--- src/rtl/float_pkg.sv ---
package float_pkg;

    // ieee 754 single precision layout
    localparam int float_width      = 32;
    localparam int float_exp_width  = 8;
    localparam int float_mant_width = 23;
    localparam int float_bias       = 127;

    // full product of two mantissas with hidden ones
    localparam int prod_width = 2 * (float_mant_width + 1);

    typedef struct packed {
        logic                        sign;
        logic [float_exp_width-1:0]  exp;
        logic [float_mant_width-1:0] mant;
    } float_t;

    // bus side sees raw, arithmetic side sees fields
    typedef union packed {
        logic [float_width-1:0] raw;
        float_t                 fields;
    } float_word_u;

endpackage

--- src/rtl/wb_pkg.sv ---
package wb_pkg;

    localparam int wb_data_width = 32;
    localparam int wb_adr_width  = 2;

    // master to slave
    typedef struct packed {
        logic                     cyc;
        logic                     stb;
        logic                     we;
        logic [wb_adr_width-1:0]  adr;
        logic [wb_data_width-1:0] dat;
    } wb_req_t;

    // slave to master
    typedef struct packed {
        logic                     ack;
        logic [wb_data_width-1:0] dat;
    } wb_rsp_t;

    // word indices
    localparam logic [wb_adr_width-1:0] reg_opa    = 2'd0;
    localparam logic [wb_adr_width-1:0] reg_opb    = 2'd1;
    localparam logic [wb_adr_width-1:0] reg_ctrl   = 2'd2;
    localparam logic [wb_adr_width-1:0] reg_result = 2'd3;

    // status bits read back at reg_ctrl
    localparam int stat_busy = 0;
    localparam int stat_done = 1;

endpackage

--- src/rtl/float_mul_multicycle.sv ---
`timescale 1ns/1ns

module float_mul_multicycle #(
    parameter int bits_per_cycle = 2
) (
    input  logic                   clk,
    input  logic                   rst,
    input  logic                   req,
    output logic                   ack,
    input  float_pkg::float_word_u a,
    input  float_pkg::float_word_u b,
    output float_pkg::float_word_u out
);

    localparam int mw          = float_pkg::float_mant_width + 1;
    localparam int exp_w       = float_pkg::float_exp_width;
    localparam int pos_width   = $clog2(float_pkg::prod_width);
    localparam int carry_width = $clog2(mw + 1);
    // column index of the last group
    localparam int last_pos    = float_pkg::prod_width - bits_per_cycle;

    typedef enum logic [1:0] {
        st_idle,
        st_col_mul,
        st_normalize
    } state_t;

    state_t                                state;
    logic [pos_width-1:0]                  pos;

    logic [mw-1:0]                         a_mant;
    logic [mw-1:0]                         b_mant;
    logic                                  sign;
    logic [exp_w-1:0]                      exp;
    logic [float_pkg::prod_width-1:0]      prod;
    logic [carry_width-1:0]                carry;

    logic [carry_width-1:0]                carry_next;
    logic [bits_per_cycle-1:0]             step_bits;
    logic                                  op_zero;
    logic [exp_w-1:0]                      norm_exp;
    logic [float_pkg::float_mant_width-1:0] norm_mant;

    // any zero exponent field counts as zero
    assign op_zero = (a.fields.exp == '0) || (b.fields.exp == '0);

    mant_col_step #(
        .bits_per_cycle(bits_per_cycle)
    ) u_step (
        .pos       (pos),
        .a_mant    (a_mant),
        .b_mant    (b_mant),
        .carry_in  (carry),
        .prod_bits (step_bits),
        .carry_out (carry_next)
    );

    // 1.x * 1.y lands in [1, 4), so at most one right shift
    always_comb begin
        if (prod[float_pkg::prod_width-1]) begin
            norm_mant = prod[float_pkg::prod_width-2 -: float_pkg::float_mant_width];
            norm_exp  = exp + 1'b1;
        end else begin
            norm_mant = prod[float_pkg::prod_width-3 -: float_pkg::float_mant_width];
            norm_exp  = exp;
        end
    end

    always_ff @(posedge clk or posedge rst) begin
        if (rst) begin
            state <= st_idle;
            pos   <= '0;
            ack   <= 1'b0;
            out   <= '0;
        end else begin
            ack <= 1'b0;
            case (state)
                st_idle: begin
                    if (req) begin
                        if (op_zero) begin
                            // positive zero regardless of signs
                            out <= '0;
                            ack <= 1'b1;
                        end else begin
                            pos   <= '0;
                            state <= st_col_mul;
                        end
                    end
                end
                st_col_mul: begin
                    pos <= pos + pos_width'(bits_per_cycle);
                    if (pos == pos_width'(last_pos)) begin
                        state <= st_normalize;
                    end
                end
                st_normalize: begin
                    // truncated, no rounding
                    out.fields <= '{sign: sign, exp: norm_exp, mant: norm_mant};
                    ack        <= 1'b1;
                    state      <= st_idle;
                end
                default: begin
                    state <= st_idle;
                end
            endcase
        end
    end

    // operand and product datapath
    always_ff @(posedge clk) begin
        case (state)
            st_idle: begin
                if (req) begin
                    a_mant <= {1'b1, a.fields.mant};
                    b_mant <= {1'b1, b.fields.mant};
                    sign   <= a.fields.sign ^ b.fields.sign;
                    exp    <= exp_w'(a.fields.exp + b.fields.exp - float_pkg::float_bias);
                    carry  <= '0;
                end
            end
            st_col_mul: begin
                prod[pos +: bits_per_cycle] <= step_bits;
                carry                       <= carry_next;
            end
            default: begin
            end
        endcase
    end

endmodule

--- src/rtl/float_mul_top.sv ---
`timescale 1ns/1ns

module float_mul_top #(
    parameter int bits_per_cycle = 2
) (
    input  logic            clk,
    input  logic            rst,
    input  wb_pkg::wb_req_t wb_req,
    output wb_pkg::wb_rsp_t wb_rsp
);

    logic                   req;
    logic                   mul_ack;
    float_pkg::float_word_u a;
    float_pkg::float_word_u b;
    float_pkg::float_word_u mul_out;

    // host registers
    wb_float_mul_regs u_regs (
        .clk     (clk),
        .rst     (rst),
        .wb_req  (wb_req),
        .wb_rsp  (wb_rsp),
        .req     (req),
        .a       (a),
        .b       (b),
        .mul_ack (mul_ack),
        .mul_out (mul_out)
    );

    float_mul_multicycle #(
        .bits_per_cycle(bits_per_cycle)
    ) u_mul (
        .clk (clk),
        .rst (rst),
        .req (req),
        .ack (mul_ack),
        .a   (a),
        .b   (b),
        .out (mul_out)
    );

endmodule

--- src/rtl/mant_col_step.sv ---
`timescale 1ns/1ns

module mant_col_step #(
    parameter int bits_per_cycle = 2
) (
    input  logic [$clog2(float_pkg::prod_width)-1:0]       pos,
    input  logic [float_pkg::float_mant_width:0]           a_mant,
    input  logic [float_pkg::float_mant_width:0]           b_mant,
    input  logic [$clog2(float_pkg::float_mant_width+2)-1:0] carry_in,
    output logic [bits_per_cycle-1:0]                      prod_bits,
    output logic [$clog2(float_pkg::float_mant_width+2)-1:0] carry_out
);

    localparam int mw = float_pkg::float_mant_width + 1;
    // a column holds at most mw pairs, so the carry stays at or below mw
    localparam int carry_width = $clog2(mw + 1);

    always_comb begin
        logic [carry_width:0]   sum;
        logic [carry_width-1:0] carry;
        int                     col;
        int                     j;

        carry = carry_in;
        for (int k = 0; k < bits_per_cycle; k++) begin
            col = int'(pos) + k;
            sum = {1'b0, carry};
            // every pair a[i] * b[j] with i + j == col
            for (int i = 0; i < mw; i++) begin
                j = col - i;
                if (j >= 0 && j < mw) begin
                    sum = sum + (a_mant[i] & b_mant[j]);
                end
            end
            prod_bits[k] = sum[0];
            carry = sum[carry_width:1];
        end
        carry_out = carry;
    end

endmodule

--- src/rtl/wb_float_mul_regs.sv ---
`timescale 1ns/1ns

module wb_float_mul_regs (
    input  logic                   clk,
    input  logic                   rst,
    input  wb_pkg::wb_req_t        wb_req,
    output wb_pkg::wb_rsp_t        wb_rsp,
    output logic                   req,
    output float_pkg::float_word_u a,
    output float_pkg::float_word_u b,
    input  logic                   mul_ack,
    input  float_pkg::float_word_u mul_out
);

    logic                              ack_q;
    logic [wb_pkg::wb_data_width-1:0]  dat_q;
    logic                              busy;
    logic                              done;
    float_pkg::float_word_u            result;

    logic                              active;
    logic                              wr;
    logic                              start;
    logic [wb_pkg::wb_data_width-1:0]  status;
    logic [wb_pkg::wb_data_width-1:0]  rd_data;

    assign active = wb_req.cyc && wb_req.stb;
    // write takes effect on the edge that ends the ack cycle
    assign wr     = active && wb_req.we && ack_q;
    assign start  = wr && (wb_req.adr == wb_pkg::reg_ctrl) && wb_req.dat[0] && !busy;

    always_comb begin
        status                    = '0;
        status[wb_pkg::stat_busy] = busy;
        status[wb_pkg::stat_done] = done;
    end

    always_comb begin
        case (wb_req.adr)
            wb_pkg::reg_opa:  rd_data = a.raw;
            wb_pkg::reg_opb:  rd_data = b.raw;
            wb_pkg::reg_ctrl: rd_data = status;
            default:          rd_data = result.raw;
        endcase
    end

    assign wb_rsp.ack = ack_q;
    assign wb_rsp.dat = dat_q;

    // fixed one cycle latency, ack never held for two cycles
    always_ff @(posedge clk or posedge rst) begin
        if (rst) begin
            ack_q  <= 1'b0;
            req    <= 1'b0;
            busy   <= 1'b0;
            done   <= 1'b0;
            result <= '0;
        end else begin
            ack_q <= active && !ack_q;
            req   <= start;
            if (start) begin
                busy <= 1'b1;
                done <= 1'b0;
            end else if (mul_ack) begin
                busy   <= 1'b0;
                done   <= 1'b1;
                result <= mul_out;
            end
        end
    end

    // read data and operand storage
    always_ff @(posedge clk) begin
        if (active && !ack_q) begin
            dat_q <= rd_data;
        end
        // operands frozen while an operation runs
        if (wr && !busy) begin
            if (wb_req.adr == wb_pkg::reg_opa) begin
                a.raw <= wb_req.dat;
            end
            if (wb_req.adr == wb_pkg::reg_opb) begin
                b.raw <= wb_req.dat;
            end
        end
    end

endmodule

--- config.mk ---
export PLATFORM = sky130hd
export DESIGN_NAME = float_mul_top
export DESIGN_NICKNAME = d
export VERILOG_FILES = /design/src/rtl/float_pkg.sv /design/src/rtl/wb_pkg.sv /design/src/rtl/float_mul_multicycle.sv /design/src/rtl/float_mul_top.sv /design/src/rtl/mant_col_step.sv /design/src/rtl/wb_float_mul_regs.sv
export SDC_FILE = /design/constraint.sdc
export NUM_CORES = 1
export LEC_CHECK = 0
export BUFFER_PORTS_ARGS = -buffer_cell sky130_fd_sc_hd__buf_2
export CAP_MARGIN = 25
export CORE_ASPECT_RATIO = 1.75
export CORE_MARGIN = 2
export CORE_UTILIZATION = 50
export CTS_BUF_LIST = sky130_fd_sc_hd__clkbuf_16
export CTS_CLUSTER_SIZE = 12
export DETAILED_ROUTE_END_ITERATION = 12
export PLACE_DENSITY = 0.74
export SYNTH_ARGS = -nofsm -noshare
export SYNTH_HDL_FRONTEND = slang
export SYNTH_SLANG_ARGS = --single-unit
export TNS_END_PERCENT = 1
--- constraint.sdc ---
create_clock -name clk -period 91.4 [get_ports clk]
set_input_delay 4.57 -clock clk [delete_from_list [all_inputs] [get_ports clk]]
set_output_delay 4.57 -clock clk [all_outputs]
set_load 0.005 [all_outputs]
Word-level counts from Yosys, hierarchy flattened. Index checks and enable logic that the tools add are counted. Widths: inputs -> output; s select.

Bits in registers: 281. Input port bits: 39. Output and inout bits: 33. Logic and storage cells: 609.

Add/sub/neg operators: 100. Magnitude comparators: 144. Equality and inequality tests: 9. Shift operators: 2. Mux-type cells: 214. Bitwise gates (word level): 48. Reduce and logical (&&, ||, !) cells: 74.

Operators with widths (count): $mux 6 (50); $add 6x1->6 (46); $bmux 1 s5 (48); $ge 8x1->1 const B (23); $lt 8x6->1 const B (23); $lt 8x7->1 const B (23); $ge 7x1->1 const B (24); $lt 7x6->1 const B (24); $lt 7x7->1 const B (23); $mux 1 (101); $pmux 32 s3 (1); $mux 32 (2); $pmux 32 s2 (1); $sub 7x4->8 const B (8); $sub 7x5->8 const B (8); $logic_and 1x1->1 (56); $sub 6x4->7 const B (8); $sub 6x5->7 const B (8); $bwmux 48 (1); $shift 2x8->48 const A (1); $shiftx 2x8->48 (1); $and 1x1->1 (46); $sub 7x3->8 const B (4); $sub 6x3->7 const B (4); 37 further kinds (57).

Logic depth before layout (Yosys ltp).
Depth in word-level cells: 101. Mapped depth: 142. Depth with buffers taken out: 138.

Modules after synthesis. A second synthesis with hierarchy kept.

Cells, all modules: 2543. Area total of the unflattened synthesis: 24158.2 um^2.

By module, submodules not included: mant_col_step (times used 1, cells an instance 1830, area an instance 13696.9 um^2, seq. area each 0.0 um^2); float_mul_multicycle (times used 1, cells an instance 426, area an instance 5393.9 um^2, seq. area each 3553.4 um^2); wb_float_mul_regs (times used 1, cells an instance 287, area an instance 5067.4 um^2, seq. area each 3783.6 um^2).

Worst setup path before layout. No wires, ideal clock.

Path type: register to register. From: register u_mul.pos[2]. To: register u_mul.carry[4], data pin. Library setup time: 266 ps. Data arrival time: 29677 ps. Data required time: 91134 ps. Path slack: 61457 ps. Stages on the path, launching flop included: 135. Path buffers: 5. Clock period less this slack: 29943 ps. Path through: dfrtp_1 > clkbuf_1 > clkbuf_1 > buf_1 > inv_1 > ha_1 > clkbuf_1 > clkbuf_1 > nand2_1 > nor2_1 > a211oi_1 > a21oi_1 > nor2b_1 > ha_1 > mux2_2 > ha_1 > mux2_2 > ha_1 > (+99 left out) > ha_1 > mux2_2 > ha_1 > mux2_2 > ha_1 > mux2_2 > ha_1 > mux2_2 > ha_1 > xnor2_1 > nor2_1 > and3_1 > and2_1 > nand2_1 > xnor2_1 > mux2i_1 > xnor2_1 > nor2_1.

Cells in the longest elaborated chain, start to end: 100. Elaborated cells between the ends (all ways): 477. Classes of those cells: add/sub (95); order compare (96); mux (192); bitwise (46); reduce/logical (48).

Ends and longest elaborated chain: start, declared (RTL line float_mul_multicycle.sv:29) `logic [pos_width-1:0] pos;`; start signal, assigned (RTL line float_mul_multicycle.sv:91) `pos <= pos + pos_width'(bits_per_cycle);`; $sub 6x1->7 / $bmux 1 s5 (equally long branches) (RTL line mant_col_step.sv:30, mant_col_step.sv:32); $bmux 1 s5 / $mux 1 (equally long branches) (RTL line mant_col_step.sv:32) `sum = sum + (a_mant[i] & b_mant[j]);`; $mux 1 (implied by the code) / $and 1x1->1 (equally long branches) (RTL line mant_col_step.sv:32); $mux 1 (implied by the code) / $add 5x1->6 (equally long branches) (RTL line mant_col_step.sv:32); $and 1x1->1 / $mux 6 (equally long branches) (RTL line mant_col_step.sv:32, mant_col_step.sv:31); $add 6x1->6 (RTL line mant_col_step.sv:32); $mux 6 (RTL line mant_col_step.sv:31) `if (j >= 0 && j < mw) begin`; $add 6x1->6 (RTL line mant_col_step.sv:32); (+84 left out); $mux 6 (RTL line mant_col_step.sv:31); $add 6x1->6 (RTL line mant_col_step.sv:32); $mux 6 (RTL line mant_col_step.sv:31); $add 6x1->6 (RTL line mant_col_step.sv:32); $mux 6 (RTL line mant_col_step.sv:31); $add 6x1->6 (RTL line mant_col_step.sv:32); $mux 6 (*) (RTL line mant_col_step.sv:31); $pmux 5 s2 (*) (RTL line float_mul_multicycle.sv:111) `case (state)`; end signal, assigned (RTL line float_mul_multicycle.sv:123) `carry <= carry_next;`; end, declared (RTL line float_mul_multicycle.sv:36) `logic [carry_width-1:0] carry;`.

Every way passes the cells marked *; elsewhere a longest branch is shown, timed or not. The select of a mux whose other input is x is not followed. A chain may end at the register's enable or synchronous reset.

Worst setup path in the final report.
From: register u_mul.pos[3]. To: register u_mul.carry[4], data pin.

The elaborated chain is that of the path after synthesis.

==> key figures <==
Synth
  • Async SR Flop Fraction: a little under 30%
  • Yosys Warn Count: 0
  • Register area share after synthesis: 33.1%
  • Synth Area per Inst: 9.53 µm²
  • Syn_nets: 2,515
  • Flops & latches, synth: 257
  • Share of the synthesized area in the top cell type: 24.6%
  • EDFF count, synth: 181
  • Distinct cells, synth: 108
  • Leading area contributor after synthesis: edfxtp_1
  • Post-Syn Instances: about 2,300
  • Synth area leaders: edfxtp_1, dfrtp_1, ha_1
  • Syn Std Cell Area: 22,100 µm²
  • Dominant synthesized flop cell: edfxtp_1

Min path
  • Worst Hold Class: flip-flop to flip-flop

STA
  • Fmax: 32.1 MHz
  • Fin Setup TNS: 0 ns
  • Final Hold Vio Count: 0
  • RSZ-0062 raised after global routing: false
  • Tcrit/Tclk final: 34.1%
  • Final min period: ~31 ns
  • Clk_skew: between 0.02 and 0.025 ns
  • Worst slew pin tran: roughly 1.1 ns
  • Final setup violating endpoints: 0
  • Slew margin rel.: 25.2%
  • Final Slew Violations: 0

Detailed routing
  • Drt wl/cell: 21.6 µm
  • Drt pass-1 iters: 5
  • Vias after detailed routing: about 18,000
  • Drt via density: 6.06
  • Initial drt markers: roughly 860
  • ANT nets after route: 0
  • Post-route DRC: 0
  • Total Wirelength: 63,500 µm

Floorplan
  • Initial core utilization: 50.3%
  • Rows: 102
  • Die area: 46,000 µm²
  • Core Area: 44,000 µm²
  • Die width: 163 µm
  • Die Ht: 282 µm
  • Io pins: 72

Clock tree
  • Clk Latency, worst-skew pair: ~0.54 ns
  • TritonCTS buffer count: 25
  • CTS Hold Bufs: 0
  • Root Driver: clkbuf_16
  • CTS tree: done
  • Reg clk slew, reported paths: 0.06 ns
  • Clock sink total: 257
  • Post-CTS sizing: 0
  • # Post-CTS Setup Buffers: 0
  • Longest Clk Path Bufs: 3
  • H-tree levels: 1

GRT
  • Initial antenna violation count: 2
  • Remaining Overflow, GRT: 0
  • First-pass GRT wire length: 97,900 µm
  • Total track usage: 27.5%
  • Largest net degree at the start of global routing: between 60 and 70
  • Vias in the first global route: 17,900

Finish
  • Final nets: between 2,000 and 3,000
  • ANT cells: 0
  • Design area: roughly 24,000 µm²
  • Share of cells above drive strength 1: 13.5%
  • P&R area growth vs syn: 7.48%

Placed design
  • Placed Instance Area: about 23,000 µm²
  • DP HPWL: 50,200 µm
  • Port Buffers: 71
  • Routability cong.: 1.04

Run status
  • Status: complete, no violations

Setup path
  • Worst EP required: 91.68 ns
  • Max stage delay on crit path: 0.52 ns
  • Worst Setup End Kind: flip-flop
  • Slowest cell on the critical path: buf_4
  • Critical path launch point type: flip-flop
  • Cell mode on critical path: ha_1
  • WP data arrival: 31.44 ns
  • Critical Path Fanout Max: 50
  • WS Path Type: flip-flop to flip-flop

Power
  • PD cells: 9.32 nW/µm²
  • Worst vdd ir: 22.8 µV
  • LEAKAGE: 0.00956 µW

Flow run
  • Max-Cap Viols: 0
cells by family (layout without fill, tap and decap cells):
family	count (synthesis)	in the layout	synth area share, %
and+or+nand+nor	841	841	18.4
AOI/OAI and AO/OA	455	455	13.2
DFF	257	257	33.1
xor gates and xnor gates	227	227	11.1
muxes	223	223	12.2
adders and majority gates	161	161	9.03
buffers and inverters	160	206	2.86
stage by stage:
step / util, % / power [µW] / cells / hold slack [ns] / worst slack (ns)
2_1_floorplan: - / 130 / 2324 / 0.421 / 61.46
3_3_place_gp: 52.3 / 132 / 2896 / 0.427 / 61.20
3_5_place_dp: 52.4 / 132 / 2897 / 0.429 / 60.45
4_1_cts: 54.0 / 223 / 2941 / 0.443 / 60.32
5_1_grt: 54.0 / 227 / 2942 / 0.457 / 58.63
6_report: 54.0 / 222 / 2942 / 0.441 / 60.24
final timing paths:
| check | end | slack (ns) | from | cells after the start |
|---|---|---|---|---|
| setup / recovery | u_mul.carry[4]$_SDFFCE_PN0P_ | 60.24 | u_mul.pos[3]$_DFFE_PP0P_ | 130 |
| max in group asynchronous | u_mul.pos[1]$_DFFE_PP0P_ | 86.29 | rst | 3 |
| setup reg to reg | u_mul.carry[4]$_SDFFCE_PN0P_ | 60.24 | u_mul.pos[3]$_DFFE_PP0P_ | 130 |
| min in group asynchronous | u_mul.out[7]$_DFFE_PP0P_ | 3.94 | rst | 2 |
| hold / removal | u_mul.a_mant[0]$_DFFE_PP_ | 0.44 | u_regs.a[0]$_DFFE_PP_ | 0 |
| hold reg to reg | u_mul.a_mant[0]$_DFFE_PP_ | 0.44 | u_regs.a[0]$_DFFE_PP_ | 0 |
area by class of cell:
type	instances	area [µm²]
repair buffers	100	601
clock inverters	19	81.3
inverters	62	234
well taps	572	716
fillers	3887	20200
flip-flops and latches	257	7340
clock buffers	25	626
multi-input cells	1907	14200
synth_stat cells, types with 12 or more instances:
master / instances
or2_2: 16
dfrtp_1: 76
o21a_1: 12
mux4_2: 30
mux2_2: 77
xnor3_1: 13
nand2_1: 278
nand3b_1: 12
clkbuf_1: 69
inv_1: 61
mux2i_1: 115
and3_1: 22
nor2b_1: 37
or3_1: 14
ha_1: 151
edfxtp_1: 181
a21oi_1: 105
buf_1: 19
nand2b_1: 30
xor2_1: 59
o21ai_0: 153
nand4_1: 24
nor3_1: 42
o22ai_1: 14
nor2_1: 194
xnor2_1: 128
a21o_1: 14
xnor2_2: 13
nand3_1: 60
a211oi_1: 18
and2_1: 62
registers in the layout, indices dropped and copies added, names as in the netlist, 8 cells and up:
signal / flops
u_mul.prod: 25
u_regs.a: 32
u_regs.result: 32
u_regs.dat_q: 32
u_mul.out: 32
u_regs.b: 32
u_mul.exp: 8
u_mul.a_mant: 23
u_mul.b_mant: 23
layout by cell type, fill, tap and decap left out, drive strengths merged, types with 11 or more instances in the layout:
cell,instances
and2,62
a21o,14
a31oi,11
nand4,25
and3,22
nand3,60
nor2b,37
nand2,279
xnor2,142
or2,18
inv,79
mux4,30
buf,100
dfrtp,76
mux2i,116
a21boi,12
o21a,13
nand2b,30
nor2,195
nor3,45
or3,17
a211oi,18
xnor3,17
ha,151
mux2,77
edfxtp,181
clkbuf,25
o21ai,160
xor2,64
o22ai,14
a21oi,107
nand3b,12
power by group:
group | switching (µW) | internal [µW] | total [µW]
clock | 42.2 | 49.4 | 91.6
sequential | 0.181 | 125 | 125
combinational | 3.21 | 1.77 | 4.98
total | 45.6 | 176 | 222
critical path: cells and delay by family, from the launching register on:
kind / cells / cell delay (ns)
AOI/OAI and AO/OA: 13 / 2.22
xor gates and xnor gates: 6 / 1.66
adders and majority gates: 48 / 13.78
buffers and inverters: 4 / 1.20
DFF: 1 / 0.34
muxes: 29 / 8.17
and+or+nand+nor: 30 / 3.54
layer usage:
| layer | routed length [µm] | GRT usage (%) | part of all wire [%] |
|---|---|---|---|
| met5 | 16 | 0 | 0.025 |
| met1 | 22300 | 27.5 | 35 |
| met3 | 1980 | 2.13 | 3.1 |
| met4 | 5880 | 21.5 | 9.3 |
| met2 | 33300 | 51.8 | 52 |
Power figures use the tool's default switching activity.
